### config.mk
export PLATFORM = sky130hd
export DESIGN_NAME = mem_stage
export DESIGN_NICKNAME = d
export VERILOG_FILES = /design/src/mem_stage_pkg.sv /design/src/axi_read_port.sv /design/src/axi_write_port.sv /design/src/mem_stage.sv /design/src/write_tracker.sv
export SDC_FILE = /design/constraint.sdc
export NUM_CORES = 1
export LEC_CHECK = 0
export BUFFER_PORTS_ARGS = -buffer_cell sky130_fd_sc_hd__buf_2
export CAP_MARGIN = 5
export CORE_UTILIZATION = 55
export DETAILED_ROUTE_END_ITERATION = 10
export PLACE_DENSITY = 0.95
export SLEW_MARGIN = 15
export SYNTH_ARGS = -nofsm -noshare
export SYNTH_HDL_FRONTEND = slang
export SYNTH_SLANG_ARGS = --single-unit
### constraint.sdc
create_clock -name clk -period 11.38 [get_ports clk]
set_input_delay 0.569 -clock clk [delete_from_list [all_inputs] [get_ports clk]]
set_output_delay 0.569 -clock clk [all_outputs]
set_load 0.05 [all_outputs]
### src/mem_stage_pkg.sv
`default_nettype none

package mem_stage_pkg;

    localparam int DATA_W     = 32;
    localparam int ADDR_W     = 32;
    localparam int ID_W       = 4;
    localparam int REG_ADDR_W = 5;
    localparam int WR_SLOTS   = 4;

    typedef logic [DATA_W-1:0]           word_t;
    typedef logic [ADDR_W-1:0]           addr_t;
    typedef logic [ID_W-1:0]             axi_id_t;
    typedef logic [DATA_W/8-1:0]         strb_t;
    typedef logic [2:0]                  axi_size_t;
    typedef logic [REG_ADDR_W-1:0]       reg_addr_t;
    typedef logic [$clog2(WR_SLOTS)-1:0] wr_slot_t;

    localparam axi_id_t   READ_ID   = axi_id_t'(1); // all loads share this id
    localparam axi_size_t READ_SIZE = 3'd2;         // full word

    typedef enum logic [2:0] {
        LD_NONE, LD_BYTE, LD_BYTE_U, LD_HALF, LD_HALF_U, LD_WORD
    } load_kind_t;

    typedef enum logic [2:0] {
        RD_IDLE, RD_HAZARD, RD_ADDR, RD_DATA, RD_DONE
    } rd_state_t;

    typedef enum logic [1:0] {
        WR_IDLE, WR_WAIT_SLOT, WR_SEND, WR_DONE
    } wr_state_t;

    typedef struct packed {
        addr_t      pc;
        reg_addr_t  dest;
        strb_t      reg_write;   // register-write byte mask
        logic       mem_to_reg;
        load_kind_t load_kind;
        logic       mem_en;
        strb_t      mem_write;   // store strobes that stay zero for loads
        word_t      alu_result;
        word_t      mem_wdata;
        axi_size_t  store_size;
        logic [1:0] byte_offset;
    } ex_mem_t;

    typedef struct packed {
        addr_t      pc;
        reg_addr_t  dest;
        strb_t      reg_write;
        logic       mem_to_reg;
        load_kind_t load_kind;
        word_t      alu_result;
        word_t      mem_rdata;
    } mem_wb_t;

    typedef struct packed {
        axi_id_t   id;
        addr_t     addr;
        axi_size_t size;
    } axi_ar_t;

    typedef struct packed {
        axi_id_t   id;
        addr_t     addr;
        axi_size_t size;
    } axi_aw_t;

    typedef struct packed {
        axi_id_t id;
        word_t   data;
        strb_t   strb;
    } axi_w_t;

    typedef struct packed {
        axi_id_t id;
        word_t   data;
    } axi_r_t;

    typedef struct packed {
        axi_id_t id;
    } axi_b_t;

endpackage

`default_nettype wire

### src/axi_read_port.sv
`timescale 1ns/1ps
`default_nettype none

module axi_read_port import mem_stage_pkg::*; (
    input  wire logic   clk,
    input  wire logic   rst,
    input  wire logic   rd_req,
    output logic        rd_ack,
    input  wire addr_t  rd_addr,
    input  wire logic   hazard,
    output axi_ar_t     ar,
    output logic        ar_valid,
    input  wire logic   ar_ready,
    input  wire axi_r_t r,
    input  wire logic   r_valid,
    output logic        r_ready,
    output word_t       rdata
);

    rd_state_t state;
    logic      beat_ok;

    assign ar_valid = (state == RD_ADDR);
    assign r_ready  = (state == RD_DATA);
    assign rd_ack   = (state == RD_DONE);

    assign beat_ok = r_valid && r.id == READ_ID;

    always_ff @(posedge clk) begin
        if (rst) begin
            state <= RD_IDLE;
        end else begin
            case (state)
                RD_IDLE: begin
                    if (rd_req) begin
                        state <= hazard ? RD_HAZARD : RD_ADDR;
                    end
                end
                RD_HAZARD: begin
                    if (!hazard) begin
                        state <= RD_ADDR; // older store to this word has completed
                    end
                end
                RD_ADDR: begin
                    if (ar_ready) begin
                        state <= RD_DATA;
                    end
                end
                RD_DATA: begin
                    if (beat_ok) begin
                        state <= RD_DONE;
                    end
                end
                RD_DONE: begin
                    if (!rd_req) begin
                        state <= RD_IDLE;
                    end
                end
                default: state <= RD_IDLE;
            endcase
        end
    end

    always_ff @(posedge clk) begin
        if (state == RD_DATA && beat_ok) begin
            rdata <= r.data;
        end
    end

    always_comb begin
        ar.id   = READ_ID;
        ar.addr = {rd_addr[ADDR_W-1:2], 2'b00}; // whole word since wb picks the bytes
        ar.size = READ_SIZE;
    end

    a_no_ar_on_hazard: assert property (
        @(posedge clk) disable iff (rst)
        $rose(ar_valid) |-> !hazard
    );

endmodule

`default_nettype wire

### src/axi_write_port.sv
`timescale 1ns/1ps
`default_nettype none

module axi_write_port import mem_stage_pkg::*; (
    input  wire logic     clk,
    input  wire logic     rst,
    input  wire logic     wr_req,
    output logic          wr_ack,
    input  wire ex_mem_t  instr,
    input  wire wr_slot_t slot,
    input  wire logic     full,
    output logic          alloc,
    output axi_aw_t       aw,
    output logic          aw_valid,
    input  wire logic     aw_ready,
    output axi_w_t        w,
    output logic          w_valid,
    input  wire logic     w_ready
);

    wr_state_t state;
    wr_slot_t  wr_id;
    logic      aw_left;
    logic      w_left;

    assign alloc  = ((state == WR_IDLE && wr_req) || state == WR_WAIT_SLOT) && !full;
    assign wr_ack = (state == WR_DONE);

    assign aw_left = aw_valid && !aw_ready; // still waiting for acceptance
    assign w_left  = w_valid && !w_ready;

    always_ff @(posedge clk) begin
        if (rst) begin
            state    <= WR_IDLE;
            aw_valid <= 1'b0;
            w_valid  <= 1'b0;
        end else begin
            case (state)
                WR_IDLE: begin
                    if (wr_req) begin
                        state <= full ? WR_WAIT_SLOT : WR_SEND;
                    end
                end
                WR_WAIT_SLOT: begin
                    if (!full) begin
                        state <= WR_SEND;
                    end
                end
                WR_SEND: begin
                    if (!aw_left && !w_left) begin
                        state <= WR_DONE; // both channels taken
                    end
                end
                WR_DONE: begin
                    if (!wr_req) begin
                        state <= WR_IDLE;
                    end
                end
                default: state <= WR_IDLE;
            endcase

            if (alloc) begin
                aw_valid <= 1'b1;
                w_valid  <= 1'b1;
            end else begin
                aw_valid <= aw_left;
                w_valid  <= w_left;
            end
        end
    end

    always_ff @(posedge clk) begin
        if (alloc) begin
            wr_id <= slot;
        end
    end

    // the stage holds instr steady while wr_req is up
    always_comb begin
        aw.id   = axi_id_t'(wr_id);
        aw.addr = {instr.alu_result[ADDR_W-1:2], instr.byte_offset};
        aw.size = instr.store_size;
        w.id    = axi_id_t'(wr_id);
        w.data  = instr.mem_wdata;
        w.strb  = instr.mem_write;
    end

    a_aw_stable: assert property (
        @(posedge clk) disable iff (rst)
        aw_valid && !aw_ready |=> aw_valid && $stable(aw)
    );

    a_w_stable: assert property (
        @(posedge clk) disable iff (rst)
        w_valid && !w_ready |=> w_valid && $stable(w)
    );

endmodule

`default_nettype wire

### src/mem_stage.sv
`timescale 1ns/1ps
`default_nettype none

module mem_stage import mem_stage_pkg::*; (
    input  wire logic    clk,
    input  wire logic    rst,
    input  wire ex_mem_t ex_bus,
    input  wire logic    ex_valid,
    output logic         mem_allowin,
    output mem_wb_t      wb_bus,
    output logic         wb_valid,
    input  wire logic    wb_allowin,
    output axi_ar_t      ar,
    output logic         ar_valid,
    input  wire logic    ar_ready,
    output axi_aw_t      aw,
    output logic         aw_valid,
    input  wire logic    aw_ready,
    output axi_w_t       w,
    output logic         w_valid,
    input  wire logic    w_ready,
    input  wire axi_r_t  r,
    input  wire logic    r_valid,
    output logic         r_ready,
    input  wire axi_b_t  b,
    input  wire logic    b_valid
);

    ex_mem_t  item;
    logic     stage_valid;
    logic     is_store;
    logic     is_load;
    logic     ready;
    logic     wb_fire;
    logic     rd_req;
    logic     rd_ack;
    logic     wr_req;
    logic     wr_ack;
    logic     alloc;
    logic     full;
    logic     hazard;
    wr_slot_t free_slot;
    word_t    rdata;

    assign is_store = |item.mem_write;
    assign is_load  = item.mem_en && !is_store;

    always_comb begin
        if (is_store) begin
            ready = wr_req && wr_ack;
        end else if (is_load) begin
            ready = rd_req && rd_ack;
        end else begin
            ready = 1'b1; // no bus access so it passes straight on
        end
    end

    assign wb_valid    = stage_valid && ready;
    assign mem_allowin = !stage_valid || (ready && wb_allowin);
    assign wb_fire     = wb_valid && wb_allowin;

    always_ff @(posedge clk) begin
        if (rst) begin
            stage_valid <= 1'b0;
        end else if (mem_allowin) begin
            stage_valid <= ex_valid;
        end
    end

    always_ff @(posedge clk) begin
        if (mem_allowin && ex_valid) begin
            item <= ex_bus;
        end
    end

    // req stays up until the item leaves so a stalled access is issued once
    always_ff @(posedge clk) begin
        if (rst) begin
            rd_req <= 1'b0;
            wr_req <= 1'b0;
        end else if (wb_fire) begin
            rd_req <= 1'b0;
            wr_req <= 1'b0;
        end else begin
            if (stage_valid && is_load && !rd_ack) begin
                rd_req <= 1'b1;
            end
            if (stage_valid && is_store && !wr_ack) begin
                wr_req <= 1'b1;
            end
        end
    end

    always_ff @(posedge clk) begin
        if (rst) begin
            wb_bus <= '0;
        end else if (wb_fire) begin
            wb_bus.pc         <= item.pc;
            wb_bus.dest       <= item.dest;
            wb_bus.reg_write  <= item.reg_write;
            wb_bus.mem_to_reg <= item.mem_to_reg;
            wb_bus.load_kind  <= item.load_kind;
            wb_bus.alu_result <= item.alu_result;
            wb_bus.mem_rdata  <= is_load ? rdata : '0;
        end
    end

    write_tracker u_write_tracker (
        .clk        (clk),
        .rst        (rst),
        .alloc      (alloc),
        .alloc_addr (aw.addr),
        .free_slot  (free_slot),
        .full       (full),
        .b          (b),
        .b_valid    (b_valid),
        .rd_addr    (item.alu_result),
        .hazard     (hazard)
    );

    axi_write_port u_axi_write_port (
        .clk      (clk),
        .rst      (rst),
        .wr_req   (wr_req),
        .wr_ack   (wr_ack),
        .instr    (item),
        .slot     (free_slot),
        .full     (full),
        .alloc    (alloc),
        .aw       (aw),
        .aw_valid (aw_valid),
        .aw_ready (aw_ready),
        .w        (w),
        .w_valid  (w_valid),
        .w_ready  (w_ready)
    );

    axi_read_port u_axi_read_port (
        .clk      (clk),
        .rst      (rst),
        .rd_req   (rd_req),
        .rd_ack   (rd_ack),
        .rd_addr  (item.alu_result),
        .hazard   (hazard),
        .ar       (ar),
        .ar_valid (ar_valid),
        .ar_ready (ar_ready),
        .r        (r),
        .r_valid  (r_valid),
        .r_ready  (r_ready),
        .rdata    (rdata)
    );

endmodule

`default_nettype wire

### src/write_tracker.sv
`timescale 1ns/1ps
`default_nettype none

module write_tracker import mem_stage_pkg::*; (
    input  wire logic     clk,
    input  wire logic     rst,
    input  wire logic     alloc,
    input  wire addr_t    alloc_addr,
    output wr_slot_t      free_slot,
    output logic          full,
    input  wire axi_b_t   b,
    input  wire logic     b_valid,
    input  wire addr_t    rd_addr,
    output logic          hazard
);

    logic [WR_SLOTS-1:0] busy;
    addr_t               word_addr [WR_SLOTS];
    logic                release_ok;
    wr_slot_t            release_slot;
    addr_t               rd_word;

    assign full = &busy;

    // lowest free entry wins
    always_comb begin
        free_slot = '0;
        for (int i = WR_SLOTS - 1; i >= 0; i--) begin
            if (!busy[i]) begin
                free_slot = wr_slot_t'(i);
            end
        end
    end

    // responses carrying an id outside the table are ignored
    assign release_ok   = b_valid && (b.id < axi_id_t'(WR_SLOTS));
    assign release_slot = wr_slot_t'(b.id);

    always_ff @(posedge clk) begin
        if (rst) begin
            busy <= '0;
        end else begin
            if (release_ok) begin
                busy[release_slot] <= 1'b0;
            end
            if (alloc) begin
                busy[free_slot] <= 1'b1; // never the slot being released
            end
        end
    end

    always_ff @(posedge clk) begin
        if (alloc) begin
            word_addr[free_slot] <= {alloc_addr[ADDR_W-1:2], 2'b00};
        end
    end

    assign rd_word = {rd_addr[ADDR_W-1:2], 2'b00};

    always_comb begin
        hazard = 1'b0;
        for (int i = 0; i < WR_SLOTS; i++) begin
            if (busy[i] && word_addr[i] == rd_word) begin
                hazard = 1'b1;
            end
        end
    end

    // the write port must wait for a free entry before allocating
    a_no_alloc_when_full: assert property (
        @(posedge clk) disable iff (rst)
        alloc |-> !full
    );

endmodule

`default_nettype wire

==> impl_results.md, run 1 <==
* Top FF cell, synth: edfxtp_1
* Design area at 17500 µm²
* Post-route ant nets at 0
* Io pins at 401
* Hold Crit Depth at 1
* Port Buffers at 387
* Post-synth EDFFs at 273
* DPL Wire Length at 22000 µm
* Worst-Skew Late Latency at 530 ps
* YS warnings at 0
* Reg2reg end: item[116]$_DFFE_PP_
* Mapped cell area at 15000 µm²
* Number of library cell types mapped by synthesis at 45
* Register-to-register setup slack at 7530 ps
* Critical path type: reg -> reg
* Layout Skew at 17.9 ps
* Largest net degree at the start of global routing at 80
* Row cnt at 60
* Ys async rst share at 0%
* CTS sink count at 396
* CP Launch Type: register
* Worst-case reg-to-reg path depth at 7
* Fin nets at 1540
* Cts bufs inserted at 40
* CORE AREA at 26900 µm²
* H-tree levels at 2
* Worst Max-Slew Pin Slew at 1110 ps
* PostCTS Resize Cnt at 0
* Final setup violation count at 0
* Maxcap violations at 0
* Hold-fix buffer count after cts at 0
* Post-Synthesis Cells at 1101
* RSZ-0062 raised after global routing: no
* Final Hold Viols at 0
* Die Width at 167 µm
* Root Driver: clkbuf_16
* Largest area contributor in the netlist: edfxtp_1
* Required @ worst endpoint at 11530 ps
* Top cell type's share of synthesized area at 54.6%
* Setup bufs post-CTS at 0
* Total number of vias at 9326
* Worst r2r src: item[70]$_DFFE_PP_
* CP Data Arrival Time at 4000 ps
* Die ar. at 27900 µm²
* Initial antenna violation count at 0
* DRC at 0
* Die H at 167 µm
* Setup TNS at 0 ps
* Global Route Usage Sum at 23.6%
* P_leak at 6.67 nW
* First-pass GRT wire length at 51000 µm
* Pwr dens at 190 nW/µm²
* Routed Wire Length at 33900 µm
* Register bit total from synthesis at 396
* Type of the worst min-delay path: in -> reg
* Via/cell ratio at 5.36
* FMAX at 260 MHz
* Initial Util at 55.8%
* Fin crit period at 3850 ps
* WHS Endpoint: item[32]$_DFFE_PP_
* Pins over their slew limit at 0
* Seq/Total Area, Yosys at 71.0%
* GPL Wtd Cong at 0.808
* Crit share post-route at 33.9%
* Grt ovf at 0
* Most area-consuming cells after synthesis: edfxtp_1 55%, dfxtp_1 16%, xnor2_1 7.0%
* Crit end category: register
* Hold Crit Start: ex_bus[32]
* Crit Path Max Fanout at 68
* Initial DRC Count at 638
* Status: finished, final reports clean
* Maximum VDD drop at 0.000125 V
* Layout cells sized above 1 at 33.1%
* DRT Pass-1 Iters at 5
* Clock tree buffer depth at 3
* Area post-placement at 16300 µm²
* Synthesis-to-layout area growth at 16.9%
* Max-slew headroom at 25.7%
* Avg Inst Size Synth at 13.6 µm²
* TritonCTS clock tree: yes
* Clk pin slew, worst setup/hold paths at 60 ps
* Vias in the first global route at 9360
* Routed len/inst at 19.5 µm
==> flip-flops by register name, indices dropped and copies added (netlist names) <==
signal                     count
item                         119
rd_req                         1
stage_valid                    1
u_axi_read_port.rdata         32
u_axi_read_port.state          3
u_axi_write_port.aw_valid      1
u_axi_write_port.state         2
u_axi_write_port.w_valid       1
u_axi_write_port.wr_id         2
u_write_tracker.busy           4
u_write_tracker.word_addr    120
wb_bus                       109
wr_req                         1
==> cells by family (layout without fill, tap and decap cells) <==
| family | after synthesis | in the layout | synth area share, % |
|---|---|---|---|
| flip-flops | 396 | 396 | 71.0 |
| AND/OR/NAND/NOR | 247 | 247 | 7.39 |
| buffers and inverters | 188 | 475 | 8.15 |
| AO/OA/AOI/OAI | 143 | 143 | 5.96 |
| XOR/XNOR | 120 | 120 | 7.00 |
| adder cells (fa/ha/maj) | 4 | 4 | 0.334 |
| other | 2 | 14 | 0.0500 |
| multiplexers | 1 | 1 | 0.0750 |
==> placed cells by master (no fill, tap or decap), types with 3 or more instances in the layout <==
cell         n
buf_2      386
edfxtp_1   273
nand2_1    165
dfxtp_1    123
xnor2_1    120
a21oi_1     89
clkbuf_16   40
a22o_1      32
nand4_1     28
nor2_1      14
conb_1      13
clkbuf_1    12
clkinv_1     9
nor4_1       8
buf_4        8
inv_1        7
nand3_1      7
o21ai_0      5
nand2b_1     4
ha_1         4
clkinv_2     4
nor2_2       3
nor3_1       3
inv_6        3
clkbuf_8     3
==> report_power, final <==
group / leakage, nW / internal (mW) / total (mW) / switching (mW)
clock network: 0.600 / 0.698 / 1.23 / 0.532
registers: 3.52 / 1.66 / 1.72 / 0.0677
logic: 2.55 / 0.118 / 0.384 / 0.266
total: 6.67 / 2.47 / 3.34 / 0.866
==> routing by layer <==
metal	global-route usage, %	part of all wire, %	wire, µm	vias up
met2	40.7	51	17200	516
met4	9.37	3.1	1070	0
met5	0	0	0	-
li1	-	-	-	4238
met1	29.5	39	13100	4486
met3	4.56	7.5	2560	86
==> area by class of cell <==
type	count	area, µm²
clock buffer	55	1090
tap	341	427
timing repair buffer	394	1990
inverter	8	30.0
fill	1847	9330
multi-input combinational	528	3200
antenna	1	2.50
clock inverter	18	145
sequential	396	10700
==> through the flow <==
step / util [%] / power, mW / cells / hold WS [ps] / worst slack [ps]
6_report: 65.3 / 3.34 / 1741 / 214 / 7530
5_1_grt: 65.3 / 3.45 / 1740 / 191 / 7260
4_1_cts: 65.3 / 3.36 / 1740 / 194 / 7480
3_5_place_dp: 60.7 / 2.13 / 1667 / 441 / 7460
3_3_place_gp: 60.7 / 2.11 / 1667 / 437 / 7670
2_1_floorplan: - / 2.05 / 1112 / 436 / 4300
==> critical path, stage by stage, from the launching register on <==
cell and delay, ps:
edfxtp_1 420, nor4_4 480, a21oi_2 60, a31oi_2 300, a21boi_0 260, nor2b_4 670, buf_4 500, buf_4 740
==> Yosys cell counts, types with 2 or more instances <==
cell        n
dfxtp_1   123
a21oi_1    89
buf_2      27
buf_6       6
nand3_1     7
nand4_1    28
edfxtp_1  273
a22o_1     32
nor2b_1     2
and2_1      2
buf_4     117
nand2b_1    4
a21boi_0    2
or2_2       2
nor3b_1     2
nor2_1     17
o21ai_0     5
nand2_1   165
nor4_1      8
nor3_1      3
clkbuf_1   30
a211o_1     2
inv_1       8
conb_1      2
ha_1        4
a22oi_1     2
xnor2_1   120
a21o_1      2
==> worst max path at each step <==
| stage | start | endpoint | depth (start not counted) |
|---|---|---|---|
| 4_1_cts | item[70]$_DFFE_PP_ | item[68]$_DFFE_PP_ | 7 |
| 2_1_floorplan | item[70]$_DFFE_PP_ | item[0]$_DFFE_PP_ | 5 |
| 3_5_place_dp | item[70]$_DFFE_PP_ | item[16]$_DFFE_PP_ | 7 |
| 3_3_place_gp | item[70]$_DFFE_PP_ | item[65]$_DFFE_PP_ | 7 |
| 6_report | item[70]$_DFFE_PP_ | item[116]$_DFFE_PP_ | 7 |
| 5_1_grt | item[70]$_DFFE_PP_ | item[68]$_DFFE_PP_ | 7 |
No activity file was read; power rests on OpenSTA's default activity.
==> run 2, diff against run 1 <==
- CORE_UTILIZATION: 55 -> 52
- PLACE_DENSITY: 0.95 -> 0.91
- clock period: 11.38 -> 3.56 ns (I/O delays scaled with it)
==> run 2 against run 1 <==
  * Flip-flop and latch count unchanged
  * Fmax increased by 31%
  * Total power increased to 3.3 times the previous value
  * Clock-buffer cell count grew 9
  * First-iteration DRC count increased by 22%
  * Non-clock buffer count grew 161
  * Utilization is 3.3 points higher
  * Combinational power grew to 3.6 times the previous value
  * Worst hold slack worse by 200 ps
  * Critical endpoint is now wb_bus[47]$_SDFFE_PP0P_
==> impl_results.md, run 2 (same netlist as run 1, synthesis figures left out) <==
* Die H at 172 µm (+2.8%)
* Layout cells sized above 1 at 30.0% (-3.1 points)
* Clk pin slew, worst setup/hold paths at 60 ps (about the same)
* Io pins at 401 (unchanged)
* GPL Wtd Cong at 0.763 (-5.6%)
* H-tree levels at 2 (unchanged)
* Required @ worst endpoint at 4010 ps (-7520 ps)
* Met1 usage at 31.1% (+1.6 points)
* Largest registers: u_write_tracker.word_addr x120, item x119, wb_bus x109
* Most frequent cells in the layout: 386 x buf_2, 273 x edfxtp_1, 165 x nand2_1
* Met2 Track Usage GR at 45.2% (+4.5 points)
* Die Width at 172 µm (+2.8%)
* First-pass GRT wire length at 58800 µm (+15%)
* Worst-case reg-to-reg path depth at 7 (unchanged)
* CTS sink count at 396 (unchanged)
* Port Buffers at 387 (unchanged)
* Final setup violation count at 0 (unchanged)
* CORE AREA at 28100 µm² (+4.5%)
* Max-slew headroom at 42.7% (+17 points)
* Critical path type: reg -> reg
* GRT busiest layer: met2
* Max FFs per register at 120 (unchanged)
* Worst Max-Slew Pin Slew at 858 ps (-251 ps)
* Via/cell ratio at 5.38 (+0.42%)
* Status: finished, final reports clean
* Total number of vias at 10400 (+12%)
* Commonest non-fill, non-tap cell in the layout: buf_2
* DPL Wire Length at 23400 µm (+6.4%)
* Largest Register: u_write_tracker.word_addr
* RSZ-0062 raised after global routing: no
* Crit end category: register
* Vias in the first global route at 10500 (+12%)
* GRT met3 Usage at 5.88% (+1.3 points)
* Global Route Usage Sum at 26.6% (+3.0 points)
* Final Hold Viols at 0 (unchanged)
* Largest net degree at the start of global routing at 62 (-23%)
* Pins over their slew limit at 0 (unchanged)
* TritonCTS clock tree: yes
* Grt ovf at 0 (unchanged)
* Worst-Skew Late Latency at 540 ps (about the same)
* Type of the worst min-delay path: in -> reg
* P_leak at 7.38 nW (+11%)
* FMAX at 339 MHz (+31%)
* Initial antenna violation count at 0 (unchanged)
* Routed len/inst at 20.9 µm (+7.3%)
* Fin nets at 1702 (+11%)
* Cts bufs inserted at 41 (+2.5%)
* Root Driver: clkbuf_16
* DRT Pass-1 Iters at 8 (+3)
* CP Launch Type: register
* Hold Crit Depth at 3 (+2)
* Setup bufs post-CTS at 0 (unchanged)
* Pwr dens at 573 nW/µm² (+200%)
* Layout Skew at 18.8 ps (+0.922 ps)
* Post-route ant nets at 0 (unchanged)
* Crit share post-route at 82.8% (+49 points)
* Initial DRC Count at 781 (+22%)
* Power, Total at 11.0 mW (+230%)
* DRC at 0 (unchanged)
* Row cnt at 61 (+1.7%)
* CP Data Arrival Time at 3400 ps (-600 ps)
* Initial Util at 53.4% (-2.4 points)
* Maximum VDD drop at 0.000495 V (+300%)
* Maxcap violations at 0 (unchanged)
* Routed Wire Length at 40600 µm (+20%)
* Clock tree buffer depth at 3 (unchanged)
* Setup TNS at 0 ps (unchanged)
* Fin crit period at 2950 ps (-903 ps)
* Synthesis-to-layout area growth at 28.3%
* Crit Path Max Fanout at 44 (-35%)
* Die ar. at 29500 µm² (+5.7%)
## run 2: changes by cell type in the layout (fill, tap and decap cells not counted), moves of 3 or more
cell           previous run  this run
dlygate4sd3_1             0       156
clkbuf_1                 12        18
clkinv_1                  9         3
buf_4                     8        11
## run 2: metal layers
metal  wire (µm)  share of wire (%)
met5           0                  0
met4        2300                5.7
met3        3270                8.1
met2       20100                 50
met1       14900                 37
## run 2: area by class of cell
cell class              count  area (µm²)
clock inverters            11         100
repair buffers            555        3620
inverters                   8        30.0
fillers                  1797        8830
diodes                      1        2.50
clock buffers              64        1170
well taps                 378         473
flip-flops and latches    396       10700
multi-input cells         528        3200
## run 2: critical path: stages, from the launching register on
cell and delay, ps:
edfxtp_1 440, nor4_4 520, a21oi_2 80, a31oi_2 350
and3_4 610, buf_4 510, nand2_1 140, a21oi_1 180
## run 2: path summary, 6_finish.rpt
check                           slack, ps                                   end               startpoint
worst max-delay path                  610               wb_bus[47]$_SDFFE_PP0P_       item[70]$_DFFE_PP_
worst min-delay path                   10  u_axi_write_port.aw_valid$_SDFF_PP0_                 aw_ready
worst min register to register        450               wb_bus[62]$_SDFFE_PP0P_  wb_bus[62]$_SDFFE_PP0P_
worst max register to register        610               wb_bus[47]$_SDFFE_PP0P_       item[70]$_DFFE_PP_
## run 2: timing repair
| item | 4_1_cts | 5_1_grt |
|---|---|---|
| hold buffers | 156 | 0 |
| gates resized for setup | 0 | 0 |
| endpoints found under the hold margin | 155 | 0 |
| setup endpoints to repair | 0 | 0 |
## run 2: per-stage QoR
step | hold slack, ps | instances | setup slack [ps] | cell area [µm²] | util [%]
floorplan | 277 | 1112 | 46.0 | 15100 | -
global placement | 354 | 1709 | 1030 | 16400 | 58.4
detailed placement | 356 | 1709 | 818 | 16400 | 58.4
CTS | 9.68 | 1940 | 778 | 19200 | 68.5
global route | 16.6 | 1940 | 450 | 19200 | 68.5
finish | 14.1 | 1941 | 611 | 19300 | 68.5
## run 2: report_power, final
group          internal (mW)  leakage, nW  total (mW)  switching, mW
combinational          0.495         3.24        1.40          0.903
sequential              5.29         3.52        5.53          0.233
clock                   2.35        0.610        4.11           1.75
total                   8.14         7.38        11.0           2.89
